[config.mk]
export PLATFORM = sky130hd
export DESIGN_NAME = axi_master
export DESIGN_NICKNAME = d
export VERILOG_FILES = /design/src/verilog/axi_pkg.sv /design/src/verilog/mem_pkg.sv /design/src/verilog/axi_master.sv
export SDC_FILE = /design/constraint.sdc
export NUM_CORES = 1
export LEC_CHECK = 0
export CAP_MARGIN = 20
export CORE_AREA = 2 2 116 118
export DETAILED_ROUTE_END_ITERATION = 6
export DIE_AREA = 0 0 118 120
export DONT_BUFFER_PORTS = 1
export PLACE_DENSITY = 0.57
export SLEW_MARGIN = 0
export SYNTH_ARGS = -nofsm -noshare
export SYNTH_HDL_FRONTEND = slang
export SYNTH_SLANG_ARGS = --single-unit
[constraint.sdc]
create_clock -name clk -period 8.09 [get_ports clk]
set_input_delay 1.618 -clock clk [delete_from_list [all_inputs] [get_ports clk]]
set_output_delay 1.618 -clock clk [all_outputs]
set_load 0.02 [all_outputs]
[src/verilog/axi_pkg.sv]
package axi_pkg;

  // Bus widths
  localparam int unsigned axi_addr_bits = 32;
  localparam int unsigned axi_data_bits = 32;
  localparam int unsigned axi_strb_bits = 4;
  localparam int unsigned axi_id_bits   = 4;
  localparam int unsigned axi_len_bits  = 8;
  localparam int unsigned axi_size_bits = 3;

  // AxBURST encodings
  typedef enum logic [1:0] {
    burst_fixed = 2'b00,
    burst_incr  = 2'b01,
    burst_wrap  = 2'b10
  } axi_burst_t;

  // xRESP encodings
  typedef enum logic [1:0] {
    resp_okay   = 2'b00,
    resp_exokay = 2'b01,
    resp_slverr = 2'b10,
    resp_decerr = 2'b11
  } axi_resp_t;

  // AxSIZE code for 4 bytes per beat
  localparam logic [axi_size_bits-1:0] axi_size_word = 3'd2;

endpackage

[src/verilog/mem_pkg.sv]
package mem_pkg;

  // Master sequencing, one outstanding transaction
  typedef enum logic [2:0] {
    ms_idle,
    ms_ar,
    ms_r,
    ms_aw,
    ms_w,
    ms_b
  } master_state_t;

  // Slave sequencing
  typedef enum logic [1:0] {
    ss_idle,
    ss_rdata,
    ss_wdata,
    ss_bresp
  } slave_state_t;

  // On-chip memory geometry
  localparam int unsigned mem_words      = 256;
  localparam int unsigned mem_index_bits = 8;

endpackage
[src/verilog/axi_master.sv]
module axi_master #(
  parameter logic [axi_pkg::axi_id_bits-1:0] master_id = '0
) (
  input  logic                               clk,
  input  logic                               rstn,
  // CPU side
  input  logic                               access_request,
  input  logic                               write,
  input  logic [axi_pkg::axi_strb_bits-1:0]  w_strb,
  input  logic [axi_pkg::axi_addr_bits-1:0]  addr,
  input  logic [axi_pkg::axi_data_bits-1:0]  data_in,
  output logic [axi_pkg::axi_data_bits-1:0]  data_out,
  output logic                               stall,
  output logic                               error,
  // Write address
  output logic [axi_pkg::axi_id_bits-1:0]    aw_id,
  output logic [axi_pkg::axi_addr_bits-1:0]  aw_addr,
  output logic [axi_pkg::axi_len_bits-1:0]   aw_len,
  output logic [axi_pkg::axi_size_bits-1:0]  aw_size,
  output axi_pkg::axi_burst_t                aw_burst,
  output logic                               aw_valid,
  input  logic                               aw_ready,
  // Write data
  output logic [axi_pkg::axi_data_bits-1:0]  w_data,
  output logic [axi_pkg::axi_strb_bits-1:0]  w_bus_strb,
  output logic                               w_last,
  output logic                               w_valid,
  input  logic                               w_ready,
  // Write response
  input  logic [axi_pkg::axi_id_bits-1:0]    b_id,
  input  axi_pkg::axi_resp_t                 b_resp,
  input  logic                               b_valid,
  output logic                               b_ready,
  // Read address
  output logic [axi_pkg::axi_id_bits-1:0]    ar_id,
  output logic [axi_pkg::axi_addr_bits-1:0]  ar_addr,
  output logic [axi_pkg::axi_len_bits-1:0]   ar_len,
  output logic [axi_pkg::axi_size_bits-1:0]  ar_size,
  output axi_pkg::axi_burst_t                ar_burst,
  output logic                               ar_valid,
  input  logic                               ar_ready,
  // Read data
  input  logic [axi_pkg::axi_id_bits-1:0]    r_id,
  input  logic [axi_pkg::axi_data_bits-1:0]  r_data,
  input  axi_pkg::axi_resp_t                 r_resp,
  input  logic                               r_last,
  input  logic                               r_valid,
  output logic                               r_ready
);

  import axi_pkg::*;
  import mem_pkg::*;

  master_state_t state, state_next, req_state;

  logic [axi_addr_bits-1:0] req_addr;
  logic [axi_data_bits-1:0] req_data;
  logic [axi_strb_bits-1:0] req_strb;
  logic [axi_data_bits-1:0] rdata_q;
  logic                     error_q;
  logic                     load_req;
  logic                     ar_hs, r_hs, aw_hs, w_hs, b_hs;

  assign ar_hs = ar_valid & ar_ready;
  assign r_hs  = r_valid & r_ready;
  assign aw_hs = aw_valid & aw_ready;
  assign w_hs  = w_valid & w_ready;
  assign b_hs  = b_valid & b_ready;

  // Where a pending CPU request goes next
  assign req_state = !access_request ? ms_idle : (write ? ms_aw : ms_ar);

  always_comb begin
    state_next = state;
    case (state)
      ms_idle: state_next = req_state;
      ms_ar:   state_next = ar_hs ? ms_r : ms_ar;
      ms_r:    state_next = r_hs ? req_state : ms_r;
      ms_aw:   state_next = aw_hs ? (w_hs ? ms_b : ms_w) : ms_aw;
      ms_w:    state_next = w_hs ? ms_b : ms_w;
      ms_b:    state_next = b_hs ? req_state : ms_b;
      default: state_next = ms_idle;
    endcase
  end

  always_ff @(posedge clk or negedge rstn) begin
    if (!rstn) begin
      state <= ms_idle;
    end else begin
      state <= state_next;
    end
  end

  // Capture the request on entry to an address phase
  assign load_req = (state_next == ms_ar && state != ms_ar) ||
                    (state_next == ms_aw && state != ms_aw);

  always_ff @(posedge clk) begin
    if (load_req) begin
      req_addr <= addr;
      req_data <= data_in;
      req_strb <= w_strb;
    end
  end

  // Last read word and last response status
  always_ff @(posedge clk or negedge rstn) begin
    if (!rstn) begin
      rdata_q <= '0;
      error_q <= 1'b0;
    end else if (r_hs) begin
      rdata_q <= r_data;
      error_q <= (r_resp != resp_okay);
    end else if (b_hs) begin
      error_q <= (b_resp != resp_okay);
    end
  end

  assign data_out = r_hs ? r_data : rdata_q;
  assign error    = r_hs ? (r_resp != resp_okay) :
                    b_hs ? (b_resp != resp_okay) : error_q;

  // Fixed single-beat attributes
  assign aw_id      = master_id;
  assign aw_addr    = req_addr;
  assign aw_len     = '0;
  assign aw_size    = axi_size_word;
  assign aw_burst   = burst_incr;
  assign w_data     = req_data;
  assign w_bus_strb = req_strb;
  assign w_last     = 1'b1;
  assign ar_id      = master_id;
  assign ar_addr    = req_addr;
  assign ar_len     = '0;
  assign ar_size    = axi_size_word;
  assign ar_burst   = burst_incr;

  always_comb begin
    aw_valid = 1'b0;
    w_valid  = 1'b0;
    b_ready  = 1'b0;
    ar_valid = 1'b0;
    r_ready  = 1'b0;
    stall    = 1'b1;
    case (state)
      ms_idle: stall = access_request;
      ms_ar:   ar_valid = 1'b1;
      ms_r: begin
        r_ready = 1'b1;
        stall   = !r_hs;
      end
      ms_aw: begin
        aw_valid = 1'b1;
        // W follows in the AW transfer cycle
        w_valid  = aw_hs;
      end
      ms_w: begin
        w_valid = 1'b1;
        b_ready = 1'b1;
      end
      ms_b: begin
        b_ready = 1'b1;
        stall   = !b_hs;
      end
      default: stall = 1'b1;
    endcase
  end

  ar_valid_hold: assert property (@(posedge clk) disable iff (!rstn)
    ar_valid && !ar_ready |=> ar_valid && $stable(ar_addr))
    else $error("ar_valid dropped or ar_addr changed before ar_ready");

  aw_valid_hold: assert property (@(posedge clk) disable iff (!rstn)
    aw_valid && !aw_ready |=> aw_valid && $stable(aw_addr))
    else $error("aw_valid dropped or aw_addr changed before aw_ready");

  r_id_match: assert property (@(posedge clk) disable iff (!rstn)
    r_hs |-> r_id == master_id && r_last)
    else $error("R beat accepted with foreign ID or without r_last");

  b_id_match: assert property (@(posedge clk) disable iff (!rstn)
    b_hs |-> b_id == master_id)
    else $error("B response accepted with foreign ID");

endmodule

==> results of run 1 <==
==> per-layer routing <==
metal	GRT usage	vias up	wire (um)
li1	-	723	-
met5	0	-	13
met2	0.163	150	3870
met1	0.117	852	2850
met4	0.0527	2	163
met3	0.0741	18	1020
==> worst min path at each step <==
stage	slack (ps)	to	from	cells past startpoint
CTS	550	rdata_q[16]	rdata_q[16]	1
finish	550	rdata_q[5]	rdata_q[5]	1
detailed placement	530	rdata_q[29]	rdata_q[29]	1
global route	560	rdata_q[17]	rdata_q[17]	1
floorplan	520	rdata_q[10]	rdata_q[10]	1
global placement	530	rdata_q[13]	rdata_q[13]	1
==> state kept, by name, summed over array words and instances (netlist names) <==
register,flops
ar_addr,32
rdata_q,32
w_data,32
w_bus_strb,4
state,3
error_q,1
==> cells by family (layout without fill, tap and decap cells) <==
group                  count (synthesis)  in the layout  synth area share
muxes                                 33             33             0.111
AOI/OAI and AO/OA                     13             13            0.0194
buffers and inverters                 75             19             0.143
and+or+nand+nor                       23             23            0.0321
DFF                                  104            104             0.692
other                                  2             35           0.00177
==> cell type report <==
cell class | count | share of cell area
Clock buffer | 11 | 0.0564
Clock inverter | 5 | 0.0107
Inverter | 2 | 0.00174
Multi-Input combinational cell | 104 | 0.195
Sequential cell | 104 | 0.683
Tap cell | 176 | 0.0511
Timing Repair Buffer | 1 | 0.00174
==> report_power, final <==
| part | switching [mW] | leakage, nW | internal, mW |
|---|---|---|---|
| logic | 0.377 | 0.419 | 0.177 |
| registers | 0.372 | 1.06 | 0.872 |
| clock network | 0.197 | 0.143 | 0.223 |
==> stage by stage <==
| step | hold WS, ps | utilization | area [sq um] | setup WS, ps | power [mW] |
|---|---|---|---|---|---|
| final | 548 | 0.332 | 4310 | 3750 | 2.22 |
| after global routing | 560 | 0.332 | 4310 | 3660 | 2.32 |
| after CTS | 552 | 0.332 | 4310 | 3730 | 2.25 |
| after detailed placement | 534 | 0.310 | 4020 | 3740 | 1.82 |
| after global placement | 533 | 0.310 | 4020 | 3720 | 1.81 |
| after floorplan | 523 | - | 4370 | 484 | 1.84 |
==> synth_stat cells (2+ instances only) <==
library cell	count	area, sq um
mux2_2	5	56.3
nand3_1	2	10.0
and2_1	2	12.5
a21oi_1	3	15.0
o31ai_1	2	15.0
dfrtp_1	36	901
conb_1	2	7.51
edfxtp_1	68	2040
nand2b_1	2	12.5
inv_1	2	7.51
o21ai_0	4	20.0
nand2_1	10	37.5
buf_4	68	510
a221oi_1	2	17.5
buf_12	4	80.1
mux2_4	27	405
==> summary.md, run 1 <==
| Metric | Value |
|---|---|
| Post-CTS Resized | `0` |
| Worst-margin pin slew | `859 ps` |
| Max Transition Viols Final | `0` |
| Worst path depth | `2` |
| End of the critical path | `error` |
| Post-synth cell types | `27` |
| H-tree Lvls | `3` |
| CTS Sinks | `104` |
| Mapped Area | `4250 sq um` |
| Top cell family by delay on the critical path | `compound AO/OA/AOI/OAI gates` |
| Drt initial violations | `151` |
| Reg2Reg Setup Slack | `5230 ps` |
| Worst setup EP type | `output port` |
| WP buf/inv | `0` |
| Gp weighted congestion | `0.813` |
| Final setup viols | `0` |
| Vias in the first global route | `1,742` |
| Nets@finish | `344` |
| Status | `completed` |
| Min Clock Period, post-route | `4340 ps` |
| R2r worst-path depth | `5` |
| Die area | `14,200 sq um` |
| DRT antenna net count | `0` |
| Commonest non-fill, non-tap cell in the layout | `edfxtp_1` |
| GRT overflow | `0` |
| Pwr/cell area | `515 nW/um^2` |
| First-pass GRT wire length | `11,100 um` |
| Layout cells sized above 1 | `0.229` |
| Worst slew margin | `0.422` |
| Initial core utilization | `0.327` |
| Vias/cell | `4.33` |
| Critical path arrival | `2720 ps` |
| Max Fclk | `230 MHz` |
| Ant. Diodes | `0` |
| Total Routing Usage GR | `0.109` |
| Antenna violations before repair | `1` |
| Die Ht | `120 um` |
| DRC viols | `0` |
| Largest net degree at the start of global routing | `66` |
| Required @ worst endpoint | `6470 ps` |
| Crit path max fanout | `35` |
| Port-buffer cells | `0` |
| Maximum clock skew at final layout | `6.54 ps` |
| R2R Path Start | `state[0]` |
| Max stage delay on crit path | `810 ps` |
| Ys async rst share | `0.346` |
| Worst Hold Class | `flop to flop` |
| Cts hold-fix bufs | `0` |
| Deepest clock path buffer count | `2` |
| Dpl cells | `387` |
| Most frequent cells in the layout | `68 x edfxtp_1, 36 x dfrtp_1, 35 x conb_1, 27 x mux2_4, 10 x nand2_1` |
| Start point of the critical path | `r_valid` |
| Lkg Pwr | `1.63 nW` |
| Number of synthesized register bits | `104` |
| TNS Setup | `0 ps` |
| Cell Count, Final, Fillers Out | `403` |
| Clk slew on worst S/H paths | `70 ps` |
| CP Class | `input port to output port` |
| CTS tree | `done` |
| Number of synthesized flops with an enable pin | `68` |
| Die Width | `118 um` |
| Fillers | `1,268` |
| Area Overhead vs Synth | `1.32%` |
| Area of the multi-input gates | `840 sq um` |
| Sequential area share after synthesis | `0.692` |
| Routed length per instance | `19.6 um` |
| Via count | `1,745` |
| DP HPWL | `5710 um` |
| Synth warn | `0` |
| CP startpoint kind | `input port` |
| Number of max-cap violations | `0` |
| Period utilization | `0.537` |
| # Post-CTS Setup Buffers | `0` |
| First-pass iteration count of the detailed router | `4` |
| Mean Syn Cell Area | `17.0 sq um` |
| Ys flop type | `edfxtp_1` |
| I/O Pins | `296` |
| Crit-path cells | `and2_4 > o31ai_1` |
| Peak VDD IR | `0.000156 V` |
| DRT Wirelength | `7910 um` |
| Total CTS buffers | `9` |
| Slowest CP cell | `o31ai_1` |
| FF/Latch Area | `2940 sq um` |
| Root Buffer | `clkbuf_16` |
| FF-to-FF End | `w_data[10]` |
| Hold Fails Final Rpt | `0` |
| Worst skew pair latency | `340 ps` |
| Core area | `13,000 sq um` |
| RSZ-0062 raised after global routing | `false` |
| FP Rows | `42` |
| Mapped Cells | `250` |
Power figures use the tool's default switching activity.
==> run 2: changes to the inputs <==
Clock period 8.09 ns to 4.4 ns, I/O delays scaled along.
==> run 2 against run 1 <==
Net effect:
- routed wire length down 1.7%
- cell count up 0.25%
- die area unchanged
- largest cell class unchanged
- largest power group unchanged
==> summary.md, run 2 (synthesis results as in run 1) <==
| Metric | Value |
|---|---|
| Most frequent cells in the layout | `68 x edfxtp_1, 36 x dfrtp_1, 35 x conb_1, 27 x mux2_4, 10 x nand2_1` |
| Commonest non-fill, non-tap cell in the layout | `edfxtp_1` |
| RSZ-0062 raised after global routing | `false` |
| Nets@finish | `344` |
| CP Class | `flop to output port` |
| Core area | `13,000 sq um` |
| Min Clock Period, post-route | `3210 ps` |
| Crit path max fanout | `35` |
| Total Routing Usage GR | `0.104` |
| Int Power | `2.39 mW` |
| Dpl cells | `387` |
| Area Overhead vs Synth | `2.15%` |
| Hold WS | `226 ps` |
| TNS Setup | `0 ps` |
| Routed length per instance | `19.2 um` |
| Crit-path cells | `nor3b_4 > and2_4 > mux2_2` |
| Cell Count, Final, Fillers Out | `404` |
| Maximum clock skew at final layout | `7.30 ps` |
| Area of the multi-input gates | `840 sq um` |
| Peak VDD IR | `0.000313 V` |
| Vias in the first global route | `1,752` |
| Deepest clock path buffer count | `2` |
| Critical path arrival | `2330 ps` |
| Logic pwr share | `0.245` |
| Hold Fails Final Rpt | `0` |
| Gp weighted congestion | `0.806` |
| Period utilization | `0.730` |
| Die Ht | `120 um` |
| Layout cells sized above 1 | `0.233` |
| Initial core utilization | `0.327` |
| Clk slew on worst S/H paths | `70 ps` |
| FP Rows | `42` |
| Sequential share of power | `0.553` |
| # Post-CTS Setup Buffers | `0` |
| Worst slew margin | `0.386` |
| Max Transition Viols Final | `0` |
| First-pass iteration count of the detailed router | `4` |
| Status | `completed` |
| Via count | `1,766` |
| Largest net degree at the start of global routing | `69` |
| Port-buffer cells | `0` |
| DRT antenna net count | `0` |
| DP HPWL | `5650 um` |
| Top cell family by delay on the critical path | `simple AND/OR/NAND/NOR gates` |
| Slowest CP cell | `and2_4` |
| Root Buffer | `clkbuf_16` |
| Final Power | `4.13 mW` |
| Final core occ | `0.334` |
| Clk pwr share | `0.202` |
| Max Fclk | `311 MHz` |
| Number of max-cap violations | `0` |
| Lkg Pwr | `1.64 nW` |
| Pwr/cell area | `952 nW/um^2` |
| Total CTS buffers | `9` |
| I/O Pins | `296` |
| Post-CTS Resized | `0` |
| CP startpoint kind | `flop` |
| Cts hold-fix bufs | `0` |
| Die area | `14,200 sq um` |
| H-tree Lvls | `3` |
| FF/Latch Area | `2940 sq um` |
| Antenna violations before repair | `1` |
| Required @ worst endpoint | `3520 ps` |
| DRT Wirelength | `7780 um` |
| Worst setup EP type | `output port` |
| Fillers | `1,242` |
| CTS tree | `done` |
| WP buf/inv | `0` |
| Drt initial violations | `103` |
| Max stage delay on crit path | `590 ps` |
| Die Width | `118 um` |
| First-pass GRT wire length | `10,700 um` |
| Switching pwr | `1.75 mW` |
| Worst skew pair latency | `340 ps` |
| Worst-margin pin slew | `914 ps` |
| Worst Hold Class | `input port to async pin` |
| Final setup viols | `0` |
| Vias/cell | `4.37` |
| DRC viols | `0` |
| GRT overflow | `0` |
| CTS Sinks | `104` |
| Sw Share | `0.423` |
## run 2: cell types whose count changed in the layout (fill, tap and decap cells not counted), sizes merged
cell / change
clkbuf: -2
clkinv: +1
inv: -1
diode: +1
clkinvlp: +1
bufinv: +1
## run 2: layout make-up
type,count,share of cell area
diodes,1,0.000576
clock buffers,9,0.0519
clock inverters,7,0.0222
inverters,2,0.00173
multi-input cells,104,0.193
flip-flops and latches,104,0.678
well taps,176,0.0507
repair buffers,1,0.00173
## run 2: path summary, 6_finish.rpt
check                             from     endpoint  slack, ps  cells past startpoint
max                           state[0]  data_out[3]       1190                      3
min                               rstn  rdata_q[17]        230                      0
max reg2reg                   state[0]   w_data[15]       1660                      5
min reg2reg                rdata_q[11]  rdata_q[11]        550                      1
max in group asynchronous         rstn  rdata_q[22]       4090                      0
min in group clk           rdata_q[11]  rdata_q[11]        550                      1
## run 2: per-stage QoR
stage                     area (sq um)  setup slack, ps
final                             4340             1190
after CTS                         4340             1170
after detailed placement          4020             1440
after floorplan                   4390             1010
after global routing              4340             1020
after global placement            4020             1460
## run 2: power groups by stage
stage	Sequential, mW	Clock, mW	Combinational (mW)
finish	2.29	0.835	1.01
global route	2.34	0.905	1.08
CTS	2.30	0.863	1.03
detailed placement	2.31	0	1.03
global placement	2.31	0	1.02
floorplan	2.06	0	1.30
## run 2: routing by layer
metal	wire length, um	track usage	vias up
met5	0	0	-
met4	181	0.0542	0
met3	903	0.0585	19
met2	3910	0.162	151
met1	2780	0.112	875
li1	-	-	721
==> run 3: changes to the inputs <==
Settings changed: PLACE_DENSITY 0.57 to 0.58.
Clock period 4.4 ns to 2.86 ns, I/O delays scaled along.
==> run 3 against run 2 <==
Net effect:
- via count increased by 1.1%
- worst hold slack worse by 170 ps
- worst setup slack got worse by 1000 ps
- cell count rose by 2.5%
- first-iteration DRC count up 34%
- global-route usage rose by 0.61 points
- critical path depth increased by 1
- non-clock buffer count grew 11
- sequential share of layout area is 1.9 points lower
- final area up 2.9%
- utilization grew 0.95 points
- largest power group unchanged
- highest routed layer is now met5
==> summary.md, run 3 (synthesis results as in run 1) <==
| Metric | Value |
|---|---|
| Final Power | `6.47 mW` |
| Area Overhead vs Synth | `5.06%` |
| Die Ht | `120 um` |
| Initial core utilization | `0.327` |
| CP startpoint kind | `flop` |
| Core area | `13,000 sq um` |
| Vias in the first global route | `1,834` |
| Worst slack at placement | `390 ps` |
| CP Class | `flop to output port` |
| Commonest non-fill, non-tap cell in the layout | `edfxtp_1` |
| Nets@finish | `355` |
| DRT antenna net count | `0` |
| Routed length per instance | `19.6 um` |
| Clk slew on worst S/H paths | `70 ps` |
| Crit path max fanout | `15` |
| Antenna violations before repair | `1` |
| Maximum clock skew at final layout | `5.00 ps` |
| RSZ-0062 raised after global routing | `false` |
| Post-route cell area | `4470 sq um` |
| CTS Sinks | `104` |
| Worst setup EP type | `output port` |
| DP HPWL | `5840 um` |
| Worst Hold Class | `input port to async pin` |
| Hold Fails Final Rpt | `0` |
| Pwr/cell area | `1450 nW/um^2` |
| GRT overflow | `0` |
| Worst skew pair latency | `340 ps` |
| Critical path arrival | `2140 ps` |
| FF/Latch Area | `2940 sq um` |
| Port-buffer cells | `0` |
| Layout cells sized above 1 | `0.282` |
| Total Routing Usage GR | `0.110` |
| CTS tree | `done` |
| Die area | `14,200 sq um` |
| Total CTS buffers | `9` |
| Placed cell areas | `4070 sq um` |
| I/O Pins | `296` |
| FP Rows | `42` |
| Most frequent cells in the layout | `68 x edfxtp_1, 36 x dfrtp_1, 35 x conb_1, 27 x mux2_4, 10 x nand2_1` |
| Vias/cell | `4.31` |
| Status | `completed` |
| DRT Wirelength | `8120 um` |
| Largest net degree at the start of global routing | `68` |
| Area of the multi-input gates | `858 sq um` |
| Deepest clock path buffer count | `2` |
| Ant. Diodes | `0` |
| Die Width | `118 um` |
| Worst-margin pin slew | `697 ps` |
| Hold WS | `59.0 ps` |
| TNS Setup | `0 ps` |
| DRC viols | `0` |
| Dpl cells | `389` |
| Period utilization | `0.949` |
| Lkg Pwr | `1.71 nW` |
| Max Transition Viols Final | `0` |
| Via count | `1,785` |
| First-pass GRT wire length | `11,300 um` |
| Min Clock Period, post-route | `2710 ps` |
| First-pass iteration count of the detailed router | `4` |
| Final core occ | `0.344` |
| Final setup viols | `0` |
| Root Buffer | `clkbuf_16` |
| Fillers | `1,247` |
| H-tree Lvls | `3` |
| Peak VDD IR | `0.000451 V` |
| Worst setup margin | `146 ps` |
| Max Fclk | `368 MHz` |
| Cell Count, Final, Fillers Out | `414` |
| Worst slew margin | `0.530` |
| Number of max-cap violations | `0` |
| Gp weighted congestion | `0.799` |
| Drt initial violations | `138` |
| Required @ worst endpoint | `2290 ps` |
-- run 3: worst paths after layout --
kind,cells after the start,startpoint,slack [ps],end
max,4,state[0],150,data_out[23]
min,1,rstn,60,rdata_q[14]
max reg2reg,5,state[0],630,w_data[22]
min reg2reg,1,rdata_q[20],550,rdata_q[20]
max in group asynchronous,1,rstn,2620,rdata_q[0]
min in group clk,0,data_in[31],320,w_data[31]
-- run 3: cell type report --
type / count / share of cell area
clock buffers: 9 / 0.0504
clock inverters: 7 / 0.0188
inverters: 2 / 0.00168
multi-input cells: 104 / 0.192
flip-flops and latches: 104 / 0.659
well taps: 176 / 0.0493
repair buffers: 12 / 0.0286
-- run 3: repair_timing --
item | CTS | global route
buffers inserted | 0 | 8
endpoints found under the hold margin | 36 | 0
endpoints found under the setup margin | 0 | 20
hold buffers | 1 | 0
gates resized for setup | 0 | 1
-- run 3: routing by layer --
| layer | GRT usage | vias up | part of all wire |
|---|---|---|---|
| met1 | 0.115 | 881 | 0.36 |
| met4 | 0.0444 | 2 | 0.011 |
| met3 | 0.0727 | 10 | 0.12 |
| li1 | - | 743 | - |
| met5 | 0 | - | 0.0021 |
| met2 | 0.174 | 149 | 0.51 |
-- run 3: critical path, cell delays in order, from the launching register on --
cell     delay, ps
dfrtp_1        520
nor3b_4        370
and2_4         330
buf_12         200
mux2_4         360
-- run 3: report_power, final --
group / switching, mW / internal (mW)
Sequential: 1.05 / 2.46
Clock: 0.564 / 0.697
Combinational: 1.10 / 0.598
Total: 2.72 / 3.75
